$ cat src/memPkg.sv
package memPkg;

    // bank geometry
    localparam int dataDepth  = 1024;
    localparam int instrDepth = 512;

    localparam int readGap = 2;                 // header to first data word on the ext bus

    // AXI4-Lite register map
    localparam logic [3:0] regExtAddr  = 4'h0;
    localparam logic [3:0] regSramAddr = 4'h4;
    localparam logic [3:0] regLen      = 4'h8;
    localparam logic [3:0] regCtrl     = 4'hC;

    // regCtrl fields
    localparam int ctrlStart   = 0;             // write side
    localparam int ctrlToExt   = 1;
    localparam int ctrlCacheId = 2;
    localparam int ctrlBusy    = 0;             // read side
    localparam int progressLsb = 16;

    localparam logic [1:0] respOkay   = 2'b00;
    localparam logic [1:0] respSlvErr = 2'b10;

    typedef logic [31:0] dataWord_t;
    typedef logic [63:0] instrWord_t;

    typedef struct packed {
        logic        ce;
        logic        we;
        logic [3:0]  wm;                        // byte mask
        logic [29:0] addr;                      // 32-bit word address
        logic [31:0] data;
    } cacheIf_t;

    typedef struct packed {
        logic [29:0] extAddr;
        logic [9:0]  sramAddr;
        logic [10:0] len;                       // 1 to 1024 words
        logic        toExt;
        logic        cacheId;                   // 0 data bank, 1 instruction bank
    } xferCmd_t;

    typedef struct packed {
        logic        awvalid;
        logic [3:0]  awaddr;
        logic        wvalid;
        logic [31:0] wdata;
        logic [3:0]  wstrb;
        logic        bready;
        logic        arvalid;
        logic [3:0]  araddr;
        logic        rready;
    } axiReq_t;

    typedef struct packed {
        logic        awready;
        logic        wready;
        logic        bvalid;
        logic [1:0]  bresp;
        logic        arready;
        logic        rvalid;
        logic [31:0] rdata;
        logic [1:0]  rresp;
    } axiRsp_t;

endpackage

$ cat src/burstCounter.sv
`timescale 1ns/1ps

module burstCounter (
    input  logic                                 SPI_clk,
    input  logic                                 rstN,
    input  logic                                 start,
    input  logic                                 step,
    input  logic [$clog2(memPkg::dataDepth):0]   len,
    output logic [$clog2(memPkg::dataDepth)-1:0] offset,
    output logic                                 last,
    output logic [$clog2(memPkg::dataDepth)-1:0] progress
);
    logic [$clog2(memPkg::dataDepth)-1:0] offsetQ;
    logic [$clog2(memPkg::dataDepth)-1:0] progressQ;

    always_ff @(posedge SPI_clk or negedge rstN) begin
        if (!rstN) begin
            offsetQ   <= '0;
            progressQ <= '0;
        end else if (start) begin
            offsetQ   <= '0;
            progressQ <= '0;
        end else if (step) begin
            offsetQ   <= offsetQ + 1'b1;
            progressQ <= progressQ + 1'b1;        // words done so far
        end
    end

    assign offset   = offsetQ;
    assign progress = progressQ;
    assign last     = {1'b0, offsetQ} == len - 1'b1;

endmodule

$ cat config.mk
export PLATFORM = sky130hd
export DESIGN_NAME = burstCounter
export DESIGN_NICKNAME = d
export VERILOG_FILES = /design/src/memPkg.sv /design/src/burstCounter.sv
export SDC_FILE = /design/constraint.sdc
export NUM_CORES = 1
export LEC_CHECK = 0
export BUFFER_PORTS_ARGS = -buffer_cell sky130_fd_sc_hd__buf_2
export CAP_MARGIN = 20
export CORE_ASPECT_RATIO = 0.9
export CORE_MARGIN = 2
export CORE_UTILIZATION = 55
export CTS_CLUSTER_SIZE = 30
export DETAILED_ROUTE_END_ITERATION = 8
export PLACE_DENSITY = 0.9
export RECOVER_POWER = 25
export SYNTH_ARGS = -nofsm -noshare
export SYNTH_HDL_FRONTEND = slang
export SYNTH_SLANG_ARGS = --single-unit
$ cat constraint.sdc
create_clock -name SPI_clk -period 5.3 [get_ports SPI_clk]
set_input_delay 0.265 -clock SPI_clk [delete_from_list [all_inputs] [get_ports SPI_clk]]
set_output_delay 0.265 -clock SPI_clk [all_outputs]
set_load 0.02 [all_outputs]
* Word-level counts from Yosys, hierarchy flattened *
Index checks and enable logic that the tools add are counted.

word-level totals
  flip-flop bits (word level) = 20
  bits in latches = 0
  RAM bits = 0
  ROM bits = 0
  memories = 0

operators by class
  $add $sub $neg = 3
  multiply operators = 0
  divide/modulo/power cells = 0
  order comparisons = 0
  equality and inequality tests = 1
  shifts and indexed selects = 0
  mux-type cells = 4
  bitwise gates (word level) = 0
  reduce and logical (&&, ||, !) cells = 1

operators with widths
  operator                                                              count
  10-bit 2-to-1 mux                                                     4
  10-bit by 1-bit adder with 10-bit output, second input constant       2
  10-bit by 11-bit == test with 1-bit output                            1
  11-bit by 1-bit subtractor with 11-bit output, second input constant  1
  2-bit nonzero test                                                    1

* Logic depth before layout (Yosys ltp) *
  depth in word-level cells = 3
  depth in mapped cells = 7

* Worst setup path after synthesis *
Ideal clock, no wire load.

  path kind = register to output
  start point = reg offsetQ, in the netlist offset[6]
  end point = out last
  data arrival time = 2148 ps
  setup slack = 2887 ps
  cell stages (with the launch flop) = 7
  buffers on the path = 1
  cells stage by stage = dfrtp_1 > clkbuf_1 > or3b_2 > or4_1 > o311ai_1 > nor2_2 > nor4_2

between the ends
  longest elaborated chain between the ends = 1

ends and longest elaborated chain
  element                                     line                RTL
  start, declared                             burstCounter.sv:13  logic [$clog2(memPkg::dataDepth)-1:0] offsetQ;
  start signal, assigned                      burstCounter.sv:24  offsetQ <= offsetQ + 1'b1;
  10-bit by 11-bit == test with 1-bit output  burstCounter.sv:31  assign last = {1'b0, offsetQ} == len - 1'b1;
  end, declared                               burstCounter.sv:10  output logic last,

Every way passes these cells.

* Final worst setup path *
  start point = in len[0] (netlist name)
  end point = out last

between the ends
  longest elaborated chain between the ends = 2

ends and longest elaborated chain
  element                                        line                RTL
  start, declared                                burstCounter.sv:8   input logic [$clog2(memPkg::dataDepth):0] len,
  11-bit by 1-bit subtractor with 11-bit output  burstCounter.sv:31
  10-bit by 11-bit == test with 1-bit output     burstCounter.sv:31

Every way passes these cells.

==> run metrics <==
post-synth top area share=approximately 39%; Slowest-stage cell, CP=or4_1; Syn Inst Count=143; GP Congestion=0.7335; ANT nets after route=0; number of global-route vias before repair=around 1200; Clock Path Buffers=2; Slew Limit Fails=0; Post-synth top flop=dfrtp_1; PostCTS Resize Cnt=0; H-tree depth=1; area of the multi-input gates=approximately 740 um^2; CTS Buf Count=3; Seq/Total Area, Yosys=39.14%; final number of setup-violating endpoints=0; Leak Pwr=0.7102 nW; via count=1180; leading area contributor after synthesis=dfrtp_1; Final Hold Vio Count=0; Crit Path Class=in2out; Placed Cells=~200; Least-Margin Pin Slew=~1000 ps; CP bufs+invs=3; Worst R2R Setup Slack=3930 ps; Layout Nets=196; Global Route Usage Sum=22.52%; Worst Setup Start Kind=input pin; Final Routed Wirelength=2.729 mm; share of layout cells above drive strength 1=23.86%; wire per inst=13.44 um; Die Y=49.75 um; number of flops mapped to enable cells by yosys=0; largest cells by area after synthesis=dfrtp_1 39%, xor2_1 8.9%, xnor2_1 8.2%, nor2_1 6.2%, ha_1 2.9%; antenna violations before repair=0; outcome=finished, final reports clean; Clock Skews=roughly 4.4 ps; Layout area overhead=17.03%; CP Data Arrival Time=between 2000 and 2500 ps; total of max-cap violations=0; syn_area_per_cell=8.942 um^2; FMAX=just under 400 MHz; hpwl dp=2.084 mm; Crit. End Element=output port; pwr dens=183.5 mW/mm^2; Clock Latency Late Sink=~290 ps; clock slew at reported path FFs=100 ps; RSZ-0062 raised after global routing=no; Hold Crit Class=in2reg; Pre-antenna DRT Iters=6; CP delay by family, top=simple AND/OR/NAND/NOR gates; worst-case vdd ir drop=170.0 uV; Root Buffer=clkbuf_4; io pins=36; Post-synth ARST share=100.0%; Netlist cell types=37; CP Max Fanout=5; Initial Util=approximately three fifths; Util after Layout=about two thirds; antenna cells=0; final period utilization=48.42%; Yosys warnings=0; CP Cell Sequence=buf_2, inv_1, ha_1, or4b_4, or4_1, o311ai_1, nor2_2, nor4_2, buf_2; # port buffers=35; Die Wd=about 55 um; num rows=16; post-CTS setup buffers=0; worst path required time=approximately 5000 ps; wire length of the first global-routing pass=4.588 mm; Register Area=500.5 um^2; DIE AREA=0.002727 mm^2; Cell Count, Final, Fillers Out=203; Clock Sinks=20; gr ovfl total=0; Synthesized Nets=161; synthesized area=0.001279 mm^2; setup TNS=0 ps; pin count of the biggest net entering global routing=23; most frequent cells in the layout=34 x buf_2, 21 x nor2_1, 20 x dfrtp_1; final-layout fill cell count=193; worst rel slew slack=30.50%; Power Total=0.2745 mW; FF+latch count, synth=20; core area=0.002182 mm^2; commonest non-fill, non-tap cell in the layout=buf_2; Initial DRC Count=19; crit-path most repeated cell=buf_2; mean number of vias per cell=about 5.8; CTS tree=done; Tmin final=2566 ps; detailed-route DRC error count=0; CP max stage delay=about 530 ps
-- per-layer routing --
| metal | track usage, % | routed length [um] | vias up |
|---|---|---|---|
| li1 | - | - | 570 |
| met1 | 27.13 | 1251 | 561 |
| met2 | 39.29 | 1295 | 43 |
| met3 | 2.727 | 140 | 6 |
| met4 | 8.750 | 42 | 0 |
| met5 | 0 | 0 | - |
-- worst reg2reg max path: stages (launching register included) --
cell       delay [ps]
dfrtp_1           500
o2111ai_1         210
nor2_1            220
nand3_1           110
xor2_1            150
nor2_1             50
-- power breakdown --
group	switching (mW)	internal (mW)	total [mW]
clock	0.0407	0.0264	0.0671
combinational	0.0280	0.0189	0.0469
sequential	0.00500	0.156	0.161
-- metrics by stage --
| step | hold slack, ps | cell area [um^2] | setup WS [ps] |
|---|---|---|---|
| 3_5_place_dp | 231.2 | 1465 | 2723 |
| 4_1_cts | 361.8 | 1498 | 2722 |
| 6_report | 371.7 | 1496 | 2734 |
| 3_3_place_gp | 226.3 | 1465 | 2848 |
| 2_1_floorplan | -30.59 | 1279 | 2887 |
| 5_1_grt | 385.7 | 1496 | 2650 |
-- layout make-up --
| type | count | area share (%) |
|---|---|---|
| Multi-Input combinational cell | 112 | 49.25 |
| Sequential cell | 20 | 33.44 |
| Timing Repair Buffer | 36 | 12.29 |
| Tap cell | 27 | 2.258 |
| Clock buffer | 3 | 1.505 |
| Inverter | 5 | 1.254 |
-- final timing paths --
check                                         from                 endpoint  cells past startpoint
max in group asynchronous                     rstN    offset[5]$_DFFE_PN0P_                      2
min                                          start  progress[0]$_DFFE_PN0P_                      2
max                                         len[0]                     last                      9
max reg2reg                  offset[2]$_DFFE_PN0P_    offset[7]$_DFFE_PN0P_                      5
min reg2reg                progress[9]$_DFFE_PN0P_  progress[9]$_DFFE_PN0P_                      2
min in group asynchronous                     rstN  progress[0]$_DFFE_PN0P_                      2
-- cells in the mapped netlist (3+ instances only) --
cell,count
nor2_1,21
and3_1,3
o2111ai_1,3
dfrtp_1,20
xor2_1,13
ha_1,3
xnor2_1,12
nor3_1,6
clkbuf_1,5
nand3_1,4
nand2_1,10
a21oi_1,5
inv_1,5
nand4_1,4
-- timing repair --
item / 4_1_cts / 5_1_grt
endpoints found under the setup margin: 0 / 0
hold buffers: 1 / 0
hold endpoints to repair: 20 / 0
-- registers in the layout, indices dropped and copies added (netlist names) --
register / count
offset: 10
progress: 10
-- cell families (layout without fill, tap and decap cells) --
group / after synthesis / after routing / synth area share, %
flip-flops: 20 / 20 / 39.14
AO/OA/AOI/OAI: 17 / 17 / 9.101
AND/OR/NAND/NOR: 65 / 65 / 26.91
multiplexers: 2 / 2 / 1.566
buffers and inverters: 11 / 44 / 3.229
adder cells (fa/ha/maj): 3 / 3 / 2.936
XOR/XNOR: 25 / 25 / 17.12
Note: power is estimated with default switching activity, not from simulation.
