**src/memPkg.sv**
```systemverilog
package memPkg;

    // bank geometry
    localparam int dataDepth  = 1024;
    localparam int instrDepth = 512;

    localparam int readGap = 2;                 // header to first data word on the ext bus

    // AXI4-Lite register map
    localparam logic [3:0] regExtAddr  = 4'h0;
    localparam logic [3:0] regSramAddr = 4'h4;
    localparam logic [3:0] regLen      = 4'h8;
    localparam logic [3:0] regCtrl     = 4'hC;

    // regCtrl fields
    localparam int ctrlStart   = 0;             // write side
    localparam int ctrlToExt   = 1;
    localparam int ctrlCacheId = 2;
    localparam int ctrlBusy    = 0;             // read side
    localparam int progressLsb = 16;

    localparam logic [1:0] respOkay   = 2'b00;
    localparam logic [1:0] respSlvErr = 2'b10;

    typedef logic [31:0] dataWord_t;
    typedef logic [63:0] instrWord_t;

    typedef struct packed {
        logic        ce;
        logic        we;
        logic [3:0]  wm;                        // byte mask
        logic [29:0] addr;                      // 32-bit word address
        logic [31:0] data;
    } cacheIf_t;

    typedef struct packed {
        logic [29:0] extAddr;
        logic [9:0]  sramAddr;
        logic [10:0] len;                       // 1 to 1024 words
        logic        toExt;
        logic        cacheId;                   // 0 data bank, 1 instruction bank
    } xferCmd_t;

    typedef struct packed {
        logic        awvalid;
        logic [3:0]  awaddr;
        logic        wvalid;
        logic [31:0] wdata;
        logic [3:0]  wstrb;
        logic        bready;
        logic        arvalid;
        logic [3:0]  araddr;
        logic        rready;
    } axiReq_t;

    typedef struct packed {
        logic        awready;
        logic        wready;
        logic        bvalid;
        logic [1:0]  bresp;
        logic        arready;
        logic        rvalid;
        logic [31:0] rdata;
        logic [1:0]  rresp;
    } axiRsp_t;

endpackage

```
**src/transferFsm.sv**
```systemverilog
`timescale 1ns/1ps

module transferFsm (
    input  logic              SPI_clk,
    input  logic              rstN,
    input  logic              start,
    input  memPkg::xferCmd_t  cmd,
    input  logic              last,
    input  logic [9:0]        offset,
    output logic              step,
    output logic              busy,
    output memPkg::cacheIf_t  bankAcc,
    output logic              bankSel,
    input  memPkg::dataWord_t bankRdData,
    output logic              extEn,
    output logic              extOen,
    output logic [31:0]       extBusOut,
    input  logic [31:0]       extBusIn
);
    import memPkg::*;

    typedef enum logic [2:0] {sIdle, sHeader, sGap, sStream, sDone} state_t;

    localparam int gapW = $clog2(readGap) + 1;

    state_t          state;
    state_t          stateNext;
    logic [gapW-1:0] gapCnt;
    logic            gapEnd;
    logic [9:0]      wrOff;
    logic [9:0]      rdOff;

    assign gapEnd = state == sGap && gapCnt == '0;

    always_comb begin
        stateNext = state;
        case (state)
            sIdle:   if (start) stateNext = sHeader;
            sHeader: stateNext = sGap;
            sGap:    if (gapCnt == '0) stateNext = sStream;
            sStream: if (last) stateNext = sDone;
            default: stateNext = sIdle;
        endcase
    end

    always_ff @(posedge SPI_clk or negedge rstN) begin
        if (!rstN) begin
            state  <= sIdle;
            gapCnt <= '0;
        end else begin
            state <= stateNext;
            if (state == sHeader) begin
                gapCnt <= gapW'(readGap - 2);       // header cycle counts toward the gap
            end else if (state == sGap) begin
                gapCnt <= gapCnt - 1'b1;
            end
        end
    end

    assign busy    = state != sIdle;
    assign step    = state == sStream;
    assign bankSel = cmd.cacheId;
    assign extEn   = state inside {sHeader, sGap, sStream};
    assign extOen  = state == sHeader || (state == sStream && cmd.toExt);

    always_comb begin
        extBusOut = '0;
        if (state == sHeader) begin
            extBusOut = {cmd.toExt, 1'b0, cmd.extAddr};
        end else if (state == sStream && cmd.toExt) begin
            extBusOut = bankRdData;
        end
    end

    // reads run one word ahead to cover the bank latency
    assign wrOff = cmd.sramAddr + offset;
    assign rdOff = cmd.sramAddr + (state == sStream ? offset + 10'd1 : 10'd0);

    always_comb begin
        bankAcc    = '0;
        bankAcc.wm = 4'hF;                          // instruction bank selects the half by addr[0]
        if (cmd.toExt) begin
            bankAcc.ce   = gapEnd || (state == sStream && !last);
            bankAcc.addr = 30'(rdOff);
        end else begin
            bankAcc.ce   = state == sStream;
            bankAcc.we   = state == sStream;
            bankAcc.addr = 30'(wrOff);
            bankAcc.data = extBusIn;
        end
    end

    assert property (@(posedge SPI_clk) disable iff (!rstN) state == sStream && !last |=> extEn)
        else $error("extEn fell inside a burst");

endmodule

```
**config.mk**
```make
export PLATFORM = sky130hd
export DESIGN_NAME = transferFsm
export DESIGN_NICKNAME = d
export VERILOG_FILES = /design/src/memPkg.sv /design/src/transferFsm.sv
export SDC_FILE = /design/constraint.sdc
export NUM_CORES = 1
export LEC_CHECK = 0
export BUFFER_PORTS_ARGS = -buffer_cell sky130_fd_sc_hd__buf_2
export CAP_MARGIN = 0
export CORE_AREA = 2 2 91 93
export DETAILED_ROUTE_END_ITERATION = 8
export DIE_AREA = 0 0 93 95
export SYNTH_ARGS = -nofsm -noshare
export SYNTH_HDL_FRONTEND = slang
export SYNTH_SLANG_ARGS = --single-unit
```
**constraint.sdc**
```tcl
create_clock -name SPI_clk -period 3.1 [get_ports SPI_clk]
set_clock_uncertainty 0.15 [all_clocks]
set_input_delay 0.31 -clock SPI_clk [delete_from_list [all_inputs] [get_ports SPI_clk]]
set_output_delay 0.31 -clock SPI_clk [all_outputs]
set_load 0.1 [all_outputs]
```
[After elaboration in Yosys (flattened, before gate mapping)]
Index checks and enable logic that the tools add are counted.
Word-level totals
  output and inout bits: 105
  input port bits: 131
  logic and storage cells: 37
  memories: 0
  latch bits: 0
  memory bits (writable): 0
  register bits after elaboration: 5
  bits in read-only memories: 0
Operators by class
  bitwise logic cells: 0
  multiply operators: 0
  shift-type cells: 0
  reduce and logical (&&, ||, !) cells: 12
  $lt $le $gt $ge: 0
  equal/unequal tests: 6
  add/sub/neg operators: 4
  muxes and demuxes: 13
  divide/modulo/power cells: 0
Operators by type and width (number)
  two-way mux 32 bit: 3
  adder 10 bit: 2
  two-way mux 10 bit: 2
  case mux 3 bit (4 select lines): 1
  adder 10 x 1 -> 10 bit (second input constant): 1
  two-way mux 3 bit: 3
  == test 3 x 2 -> 1 bit (second input constant): 2
  nonzero test 3 bit: 2
  two-way mux 2 bit: 2
  != test 2 bit (second input constant): 2
  == test 3 x 1 -> 1 bit (second input constant): 1
  logical AND 1 bit: 3
  zero test 3 bit: 1
  AND reduction 3 bit: 1
  zero test 2 bit: 1
  logical OR 1 bit: 2
  two-way mux 1 bit: 2
  != test 2 x 1 -> 1 bit (second input constant): 1
  nonzero test 2 bit: 1
  subtractor 2 x 1 -> 2 bit (second input constant): 1
  zero test 1 bit: 1

[Longest topological paths before layout]
  word-level depth: 4
  depth in mapped cells: 13

[Worst setup path after synthesis]
OpenSTA, ideal clock, no wires.
  path kind: flip-flop to output port
  from: reg state[2]
  to: out bankAcc[40] in the netlist's numbering
  arrival time: 4.130 ns
  path slack: -1.490 ns
  stages on the path, launching flop included: 13
  buffers on the path: 0
  path through: dfrtp_1 nand2b_4 or2_1 inv_1 nand2_1 mux2i_1 ha_1 fa_1 a21o_1 a211oi_1 nor2_1 o41ai_2 xnor2_1
RTL lines
  from (decl): line transferFsm.sv:26  | state_t state;
  from (signal assigned): line transferFsm.sv:48  | state <= sIdle;
  from (signal assigned): line transferFsm.sv:51  | state <= stateNext;
  to (decl): line transferFsm.sv:12  | output memPkg::cacheIf_t bankAcc,

==> flow_summary_export.csv <==
group,metric,value,unit
synth,async_flop_share,1.00,
timing,period_share,1.05,
timing,setup_ws,-0.169,ns
timing,hold_viol_final,0,
critical_path,cp_top_family,"compound AO/OA/AOI/OAI gates",
timing,drv_slew,0,
timing,holdWs,0.184,ns
global_routing,grt_remaining_overflow,0,
synth,synth_top_area_frac,0.164,
finish,multi_input_area,0.00163,mm²
critical_path,slowest_stage,"dfrtp_1",
routing,route.detailed.drc,0,
routing,wirelength,7.21,mm
critical_path,worst_ep_required_time,2.64,ns
place,port_buffers,198,
routing,ant_nets,0,
global_routing,grt_util_met1,0.185,
global_routing,grtUsageMet3,0.00638,
synth,synthesis.area,0.00166,mm²
pwr,p_total,4120,µW
routing,avgRoutedWirePerCell,13.1,µm
clock_tree,clockBufferDepth,2,
synth,yosysMostFrequentCell,"nor2b_1",
synth,synth_common_cells,"33 x nor2b_1, 31 x a22o_1, 27 x buf_4",
timing,min_period,3.27,ns
routing,drtIter0Drc,64,
place,dp_worst_setup_slack,-0.0328,ns
routing,num_vias,2422,
floorplanning,dieHeight,95,µm
clock_tree,cts_buffers,3,
clock_tree,clkTransAtPathRegs,0.03,ns
routing,dr.pass1.iters,4,
floorplanning,start_util,0.209,
critical_path,crit_arrival,2.81,ns
timing,final-setup-viol-count,4,
clock_tree,htreeDepth,1,
synth,synth.area.top_cells,"a22o_1 16%, nor2b_1 12%, buf_4 12%, ha_1 8.3%, dfrtp_1 7.6%",
synth,ys_dominant_reg_cell,"dfrtp_1",
critical_path,cp-start-kind,"flip-flop",
clock_tree,clock_latency,0.22,ns
synth,yosysWarnings,0,
synth,synth_top_area_cell,"a22o_1",
finish,fillers,768,
synth,synthCells,227,
critical_path,crit_path_max_fanout,6,
timing,relSlewSlack,0.652,
clock_tree,clock-sinks,5,
global_routing,use_met2,0.275,
place,gp_congestion,0.825,
critical_path,crit_chain,"nand2b_4 -> or2_4 -> buf_12 -> nor2_8 -> nand2_1 -> o21ai_1 -> ha_1 -> a21o_1 -> a211oi_2 -> nor2_2 -> o41ai_4 -> xnor2_2 -> buf_12",
routing,vias_per_cell,4.40,
floorplanning,fp.coreArea,0.00793,mm²
floorplanning,rows,33,
synth,ys_ff_latch,5,
critical_path,end_kind,"output port",
pwr,leakagePower,0.00195,µW
finish,regArea,125,µm²
pwr,ir_worst_vdd,690,µV
critical_path,max_stage_delay,0.37,ns
timing,grt_setup_unrepaired,"true",
run_status,status,"complete, but fails checks",
global_routing,grt_pass1_vias,2271,
finish,diodes,0,
critical_path,crit_path_frequent_cell,"buf_12",
timing,clock.fmax,0.306,GHz
critical_path,critPathKind,"reg2out",
global_routing,busiest_layer,"met2",
global_routing,grt_start_max_net_pins,31,
floorplanning,die_area,0.00884,mm²
global_routing,grtUsageTotal,0.148,
global_routing,antenna_found_initial,0,
synth,yosysSeqAreaShare,0.0755,
clock_tree,cts_tree,"yes",
synth,synth_edf_count,0,
clock_tree,ctsRootBufferMaster,"clkbuf_8",
finish,drive_gt1_frac,0.620,
finish,syn2layout_area_growth,130,%
run_status,violations,"negative setup slack",
floorplanning,die_w,93,µm
place,place_hpwl,6.22,mm
critical_path,crit_buf_inv,2,
pwr,p_per_area,1080,mW/mm²
floorplanning,io_pins,236,
synth,yosys.cell_types.count,42,
finish,fin_nets,589,
worst_hold_path,hold_class,"in2reg",
global_routing,grt_pass1_wl,10.6,mm
synth,avgSynthCellArea,7.30,µm²
run,cap_violations,0,
timing,tightest_slew,0.525,ns
final cells by class:
class	instances	area share
Clock buffer	4	0.0118
Inverter	8	0.00886
Multi-Input combinational cell	198	0.427
Sequential cell	5	0.0328
Tap cell	105	0.0344
Timing Repair Buffer	230	0.485
worst paths after layout:
path                       depth (start not counted)  slack [ns]     start     endpoint
min                                                2        0.18      last     state[2]
min reg2reg                                        2        0.42  state[2]     state[0]
max                                               13       -0.17  state[2]  bankAcc[40]
max reg2reg                                        6        1.71  state[2]     state[2]
max in group asynchronous                          2        2.37      rstN     state[0]
min in group asynchronous                          2        0.30      rstN     state[1]
repair_timing:
item | 4_1_cts | 5_1_grt
hold endpoints to repair | 5 | 0
setup endpoints to repair | 5 | 6
hold buffers | 1 | 0
setup buffers | 1 | 5
pin swaps | 13 | 15
resized for setup | 11 | 27
layer usage:
| metal | part of all wire | wire (µm) | vias to the layer above |
|---|---|---|---|
| li1 | - | - | 1198 |
| met2 | 0.55 | 3970 | 115 |
| met4 | 0.010 | 75 | 0 |
| met1 | 0.38 | 2770 | 1101 |
| met5 | 0 | 0 | - |
| met3 | 0.054 | 392 | 8 |
power by group:
group | switching, µW | internal (µW)
clock network | 33.0 | 88.3
logic | 2620 | 1260
registers | 19.0 | 95.8
total | 2670 | 1450
placed cells by master, fill, tap and decap left out, types with 3 or more instances in the layout:
master	instances
a21oi_1	7
a22o_1	31
and3_1	6
buf_12	40
buf_2	159
buf_4	26
buf_6	3
clkbuf_8	3
conb_1	24
dfrtp_1	5
ha_1	6
ha_4	3
inv_1	6
nand2_1	9
nand2_2	4
nor2_1	11
nor2b_1	33
nor3_1	4
o21ai_0	3
o21ai_1	4
xnor2_4	3
xor2_2	3
cells by family after synthesis:
family / count (synthesis) / share of synthesized area
xor gates and xnor gates: 10 / 0.0529
DFF: 5 / 0.0755
muxes: 2 / 0.0121
other: 2 / 0.00453
and+or+nand+nor: 86 / 0.292
AOI/OAI and AO/OA: 64 / 0.293
adders and majority gates: 12 / 0.0952
buffers and inverters: 46 / 0.175
state kept, by name, indices dropped and copies added, names as in the netlist:
| register | count |
|---|---|
| state | 3 |
| gapCnt | 2 |
through the flow:
stage                util  instances  setup TNS [ns]  cell area, µm²
floorplan               -        249           -2.44            1880
global placement    0.445        539         -0.0201            3530
detailed placement  0.445        539         -0.0364            3530
CTS                 0.458        545          -0.680            3630
global route        0.481        550           -1.05            3810
finish              0.481        550          -0.455            3810
Power figures use the tool's default switching activity.
