[src/memPkg.sv]
package memPkg;

    // bank geometry
    localparam int dataDepth  = 1024;
    localparam int instrDepth = 512;

    localparam int readGap = 2;                 // header to first data word on the ext bus

    // AXI4-Lite register map
    localparam logic [3:0] regExtAddr  = 4'h0;
    localparam logic [3:0] regSramAddr = 4'h4;
    localparam logic [3:0] regLen      = 4'h8;
    localparam logic [3:0] regCtrl     = 4'hC;

    // regCtrl fields
    localparam int ctrlStart   = 0;             // write side
    localparam int ctrlToExt   = 1;
    localparam int ctrlCacheId = 2;
    localparam int ctrlBusy    = 0;             // read side
    localparam int progressLsb = 16;

    localparam logic [1:0] respOkay   = 2'b00;
    localparam logic [1:0] respSlvErr = 2'b10;

    typedef logic [31:0] dataWord_t;
    typedef logic [63:0] instrWord_t;

    typedef struct packed {
        logic        ce;
        logic        we;
        logic [3:0]  wm;                        // byte mask
        logic [29:0] addr;                      // 32-bit word address
        logic [31:0] data;
    } cacheIf_t;

    typedef struct packed {
        logic [29:0] extAddr;
        logic [9:0]  sramAddr;
        logic [10:0] len;                       // 1 to 1024 words
        logic        toExt;
        logic        cacheId;                   // 0 data bank, 1 instruction bank
    } xferCmd_t;

    typedef struct packed {
        logic        awvalid;
        logic [3:0]  awaddr;
        logic        wvalid;
        logic [31:0] wdata;
        logic [3:0]  wstrb;
        logic        bready;
        logic        arvalid;
        logic [3:0]  araddr;
        logic        rready;
    } axiReq_t;

    typedef struct packed {
        logic        awready;
        logic        wready;
        logic        bvalid;
        logic [1:0]  bresp;
        logic        arready;
        logic        rvalid;
        logic [31:0] rdata;
        logic [1:0]  rresp;
    } axiRsp_t;

endpackage

[src/ctrlRegs.sv]
`timescale 1ns/1ps

module ctrlRegs (
    input  logic             SPI_clk,
    input  logic             rstN,
    input  memPkg::axiReq_t  axiReq,
    output memPkg::axiRsp_t  axiRsp,
    input  logic             busy,
    input  logic [9:0]       progress,
    output logic             start,
    output memPkg::xferCmd_t cmd
);
    import memPkg::*;

    logic [29:0] extAddrQ;
    logic [9:0]  sramAddrQ;
    logic [10:0] lenQ;
    logic        toExtQ;
    logic        cacheIdQ;
    xferCmd_t    cmdQ;

    logic        bvalidQ;
    logic [1:0]  brespQ;
    logic        rvalidQ;
    logic [31:0] rdataQ;

    logic        wrAcc;
    logic        rdAcc;
    logic [3:0]  wrOff;
    logic [3:0]  rdOff;
    logic        startReq;
    logic        startBad;
    logic [31:0] extAddrNew;
    logic [31:0] sramAddrNew;
    logic [31:0] lenNew;
    logic [31:0] rdMux;

    function automatic logic [31:0] applyStrb(input logic [31:0] old, input logic [31:0] wdata,
                                              input logic [3:0] strb);
        logic [31:0] mask;
        for (int i = 0; i < 4; i++) begin
            mask[i*8 +: 8] = {8{strb[i]}};
        end
        return (old & ~mask) | (wdata & mask);
    endfunction

    assign wrAcc = axiReq.awvalid && axiReq.wvalid && !bvalidQ;     // one write in flight
    assign rdAcc = axiReq.arvalid && !rvalidQ;
    assign wrOff = {axiReq.awaddr[3:2], 2'b00};
    assign rdOff = {axiReq.araddr[3:2], 2'b00};

    assign startReq = wrAcc && wrOff == regCtrl && axiReq.wstrb[0] && axiReq.wdata[ctrlStart];
    assign startBad = startReq && (busy || (axiReq.wdata[ctrlToExt] && axiReq.wdata[ctrlCacheId]));
    assign start    = startReq && !startBad;

    assign extAddrNew  = applyStrb({2'b0, extAddrQ}, axiReq.wdata, axiReq.wstrb);
    assign sramAddrNew = applyStrb({22'b0, sramAddrQ}, axiReq.wdata, axiReq.wstrb);
    assign lenNew      = applyStrb({21'b0, lenQ}, axiReq.wdata, axiReq.wstrb);

    always_ff @(posedge SPI_clk or negedge rstN) begin
        if (!rstN) begin
            bvalidQ   <= 1'b0;
            rvalidQ   <= 1'b0;
            extAddrQ  <= '0;
            sramAddrQ <= '0;
            lenQ      <= '0;
            toExtQ    <= 1'b0;
            cacheIdQ  <= 1'b0;
        end else begin
            if (wrAcc) begin
                bvalidQ <= 1'b1;
            end else if (axiReq.bready) begin
                bvalidQ <= 1'b0;
            end
            if (rdAcc) begin
                rvalidQ <= 1'b1;
            end else if (axiReq.rready) begin
                rvalidQ <= 1'b0;
            end
            if (wrAcc && !startBad) begin
                case (wrOff)
                    regExtAddr:  extAddrQ  <= extAddrNew[29:0];
                    regSramAddr: sramAddrQ <= sramAddrNew[9:0];
                    regLen:      lenQ      <= lenNew[10:0];
                    default: begin
                        if (axiReq.wstrb[0]) begin
                            toExtQ   <= axiReq.wdata[ctrlToExt];
                            cacheIdQ <= axiReq.wdata[ctrlCacheId];
                        end
                    end
                endcase
            end
        end
    end

    always_ff @(posedge SPI_clk) begin
        if (wrAcc) begin
            brespQ <= startBad ? respSlvErr : respOkay;
        end
        if (rdAcc) begin
            rdataQ <= rdMux;
        end
        if (start) begin
            cmdQ <= '{extAddr: extAddrQ, sramAddr: sramAddrQ, len: lenQ,
                      toExt: axiReq.wdata[ctrlToExt], cacheId: axiReq.wdata[ctrlCacheId]};
        end
    end

    always_comb begin
        rdMux = '0;
        case (rdOff)
            regExtAddr:  rdMux[29:0] = extAddrQ;
            regSramAddr: rdMux[9:0]  = sramAddrQ;
            regLen:      rdMux[10:0] = lenQ;
            default: begin
                rdMux[ctrlBusy]          = busy;
                rdMux[ctrlToExt]         = toExtQ;
                rdMux[ctrlCacheId]       = cacheIdQ;
                rdMux[progressLsb +: 10] = progress;
            end
        endcase
    end

    always_comb begin
        axiRsp.awready = wrAcc;
        axiRsp.wready  = wrAcc;
        axiRsp.bvalid  = bvalidQ;
        axiRsp.bresp   = brespQ;
        axiRsp.arready = rdAcc;
        axiRsp.rvalid  = rvalidQ;
        axiRsp.rdata   = rdataQ;
        axiRsp.rresp   = respOkay;
    end

    assign cmd = cmdQ;

    assert property (@(posedge SPI_clk) disable iff (!rstN) bvalidQ && !axiReq.bready |=> bvalidQ)
        else $error("bvalid dropped before bready");

endmodule

[config.mk]
export PLATFORM = sky130hd
export DESIGN_NAME = ctrlRegs
export DESIGN_NICKNAME = d
export VERILOG_FILES = /design/src/memPkg.sv /design/src/ctrlRegs.sv
export SDC_FILE = /design/constraint.sdc
export NUM_CORES = 1
export LEC_CHECK = 0
export BUFFER_PORTS_ARGS = -buffer_cell sky130_fd_sc_hd__buf_2
export CAP_MARGIN = 20
export CORE_MARGIN = 4
export CORE_UTILIZATION = 40
export DETAILED_ROUTE_END_ITERATION = 7
export SETUP_SLACK_MARGIN = 0.2
export SKIP_LAST_GASP = 1
export SLEW_MARGIN = 20
export SYNTH_ARGS = -nofsm -noshare
export SYNTH_HDL_FRONTEND = slang
export SYNTH_SLANG_ARGS = --single-unit
[constraint.sdc]
create_clock -name SPI_clk -period 6.8 [get_ports SPI_clk]
set_clock_uncertainty 0.2 [all_clocks]
set_input_delay 1.36 -clock SPI_clk [delete_from_list [all_inputs] [get_ports SPI_clk]]
set_output_delay 1.36 -clock SPI_clk [all_outputs]
set_load 0.05 [all_outputs]
Word-level counts from Yosys, hierarchy flattened --
Cells that the tools add are included.
Word-level totals: input bits 62, flip-flop bits (word level) 140, logic and storage cells 62
Operators by class: bitwise logic cells 9, reduce and logical (&&, ||, !) cells 24, mux-type cells 9, equal/unequal tests 5
Operators by type and width (count):
- $and 30x30->30 | 2
- $not 30->30 | 1
- $or 30x30->30 | 1
- $pmux 7 s3 | 1
- $pmux 10 s2 | 1
- $and 11x11->11 | 1
- $or 11x11->11 | 1
- $and 10x10->10 | 1
- $logic_and 1x1->1 | 10
- $or 10x10->10 | 1
- $pmux 3 s3 | 1
- $logic_not 4->1 | 2
- $eq 2x2->1 const B | 3
- $reduce_and 2->1 | 3
- $eq 2x1->1 const B | 2
- $mux 1 | 4
- $reduce_bool 2->1 | 2
- $logic_not 1->1 | 3
- $reduce_and 3->1 | 1
- $reduce_or 3->1 | 1
- $mux 2 | 1
- $pmux 1 s2 | 1
- $reduce_or 2->1 | 1
- $logic_or 1x1->1 | 1
- $not 1->1 | 1

Depth between registers and ports, before layout --
word-level depth 9, depth in mapped cells 5, mapped depth without buffers 3

Worst setup path after synthesis --
No wires, ideal clock.
path type in2out, start point input port axiReq[43] in the netlist's numbering, end point output port start, required time 5240 ps, setup slack 1730 ps, arrival time 3510 ps, cell stages on the path 4, cells stage by stage buf_4 and3_1 and3_1 and3_1
On the way: cells in the longest elaborated chain, start to end 8
Ends and longest elaborated chain:
- start, declared | RTL line ctrlRegs.sv:6 | input memPkg::axiReq_t axiReq,
- $logic_and 1x1->1 (*) (2 in series) | RTL line ctrlRegs.sv:47 | assign wrAcc = axiReq.awvalid && axiReq.wvalid && !bvalidQ;
- $logic_and 1x1->1 (*) (3 in series) | RTL line ctrlRegs.sv:52 | assign startReq = wrAcc && wrOff == regCtrl && axiReq.wstrb[0] && axiReq.wdata[ctrlStart];
- $logic_and 1x1->1 | RTL line ctrlRegs.sv:53 | assign startBad = startReq && (busy || (axiReq.wdata[ctrlToExt] && axiReq.wdata[ctrlCacheId]));
- $logic_not 1->1 | RTL line ctrlRegs.sv:54 | assign start = startReq && !startBad;
- $logic_and 1x1->1 (*) | RTL line ctrlRegs.sv:54
- end, declared | RTL line ctrlRegs.sv:10 | output logic start,
Every way passes the cells marked *; elsewhere a longest branch is shown, timed or not.

Final worst setup path --
start point input port axiReq[48] in the netlist's numbering, end point output port start
Same word-level chain as after synthesis.

==> metrics.cfg <==
[run_status]
status=finished, final reports clean

[logic_synthesis]
yosys.area.top_type=edfxtp_1
yosysMostFrequentCell=edfxtp_1
synth-async-reset-ratio_pct=39.6
synth-warning-count=0
syn_area_sq_mm=0.00526
synth.top_cell.area_share_pct=47.9
synth_edf_count=84
synth-seq-area-share_pct=74.1
ys_top_cells_by_count=84 x edfxtp_1, 55 x dfrtp_1, 42 x mux2_2, 13 x buf_4, 11 x and2_1
yosys_register_bits=139
synthCells=295
postSynthAreaPerCell_sq_um=17.8
synth.area.top_cells=edfxtp_1 48%, dfrtp_1 26%, mux2_2 9.0%, mux2_4 2.3%, buf_4 1.9%
synthDistinctLibCells=34
ys.flop_type=edfxtp_1

[setup_path]
path_cells=buf_2 > nor2b_1 > and3_1 > and3_2 > buf_2
slowest_delay_ns=0.29
crit_start=axiReq[48]
r2r_start=bvalidQ
worstPathArrival_ns=2.55
crit_type=in2out
cp_common_cell=buf_2
required_ns=5.24
cpMaxStageDelayCell=buf_2
critPathMaxFanout=4
worstSetupEndpointType=output pin
worstSetupStartpointType=primary input

[floorplan]
die-area_sq_mm=0.0151
core_region_area_sq_mm=0.0128
dieWidth_um=123
ios=157
die_h_um=123
rows=41
initial_core_util_pct=41.2

[drt]
wl_per_cell_um=17.9
dr.pass1.iters=4
antenna_left=0
routed_via_density=4.80
drt_iter0_markers=96
routed_wl_um=11200
drc=0
via_count=3017

[cts]
cts_max_path_buffers=2
post_cts_buffers=0
cts_htree_levels=4
cts_resized=0
cts_tree=done
cts_buffers=17
path_clk_slew_ns=0.05
root_buffer=clkbuf_16
clock_latency_ns=0.41
cts_sinks=139
ctsHoldBuffers=0

[global_route]
overflow=0
antenna_found_initial=0
grt_max_degree=56
grt_pass1_vias=3126
grt_use_total_pct=15.6
grt_pass1_wl_um=16900

[timing]
worst_slew_pin_slew_ns=0.898
fmax_mhz=243
hold_ws_ns=0.259
hold_viol=0
min_period_over_period_pct=60.5
finalSetupViolations=0
drv_slew=0
setup_tns_ns=0
relSlewSlack_pct=40.0
fin_crit_ns=4.11
fin_ws_ns=2.69
grt_setup_unrepaired=no

[pwr]
p_per_area_mw_per_mm2=333
max-vdd-ir-drop_uv=144
leakage_uw=0.00288

[finish]
layout-drive-gt1-share_pct=51.4
final_core_util_pct=52.0
fill_cells=1079
areaGrowthSynthToFinish_pct=26.3
diodes=0
nNetsFinal=506

[min_path]
min_path_type=reg2reg

[placement]
place.gp.congestion=0.745
portBuffers=145
dp_slack_ns=2.72
place_hpwl_um=7490

[run]
max_cap_viol_count=0

-- power breakdown --
part           leakage, uW  switching (uW)  internal (uW)  total, uW
Clock             0.000274             330            533        862
Combinational      0.00115             143            115        258
Sequential         0.00146            62.9           1030       1090
-- worst paths after layout --
check,slack (ns),endpoint,cells past startpoint
max,2.69,start,5
min,0.26,cmd[52],0
max reg2reg,4.34,cmd[42],4
min reg2reg,0.26,cmd[52],0
max in group asynchronous,5.02,asynchronous set/reset pin,2
min in group asynchronous,0.90,asynchronous set/reset pin,2
-- stage by stage --
stage | instance area [sq um] | power (uW) | std cells
global route | 6650 | 2320 | 629
floorplan | 5280 | 1300 | 299
CTS | 6650 | 2240 | 629
detailed placement | 6090 | 1370 | 597
global placement | 6090 | 1360 | 597
finish | 6650 | 2210 | 629
-- worst max-delay path, delay by kind of cell --
| family | cells | cell delay (ns) |
|---|---|---|
| simple gates | 3 | 0.80 |
| buf+inv | 2 | 0.40 |
-- cell families (layout without fill, tap and decap cells) --
family	after synthesis	after routing	share of synthesized area, %
flops	139	139	74.1
mux	62	62	14.3
simple gates	42	42	4.85
compound gates	26	26	3.42
buf+inv	25	183	3.30
other cells	1	5	0.0712
-- routing by layer --
layer,vias to the layer above,global-route usage [%],part of all wire [%]
met5,-,0,0
met4,0,6.72,2.0
met3,19,6.13,9.9
met2,137,24.4,46
met1,1466,19.3,42
li1,1395,-,-
-- area by class of cell --
cell class                      count  area, sq um  area share [%]
Clock buffer                       18          429            6.46
Clock inverter                     14          130            1.96
Inverter                            3         11.3           0.169
Multi-Input combinational cell    135         1210            18.3
Sequential cell                   139         3900            58.6
Tap cell                          172          215            3.24
Timing Repair Buffer              148          748            11.3
-- cell usage in the layout, fill, tap and decap left out, types with 2 or more instances in the layout --
| cell | n |
|---|---|
| buf_2 | 145 |
| edfxtp_1 | 84 |
| dfrtp_1 | 55 |
| mux2_2 | 42 |
| clkbuf_16 | 17 |
| and2_1 | 11 |
| nand2_1 | 10 |
| a22o_1 | 10 |
| o21ai_0 | 9 |
| mux2i_1 | 8 |
| mux2_4 | 8 |
| clkinv_2 | 6 |
| and3_1 | 5 |
| conb_1 | 5 |
| mux4_2 | 3 |
| inv_1 | 3 |
| buf_4 | 3 |
| nor2_1 | 2 |
| nor2b_1 | 2 |
| a21oi_1 | 2 |
| a41oi_1 | 2 |
| a31oi_1 | 2 |
| clkinv_4 | 2 |
| clkinv_1 | 2 |
| bufinv_16 | 2 |
| clkinvlp_4 | 2 |
No activity file was read; power rests on OpenSTA's default activity.
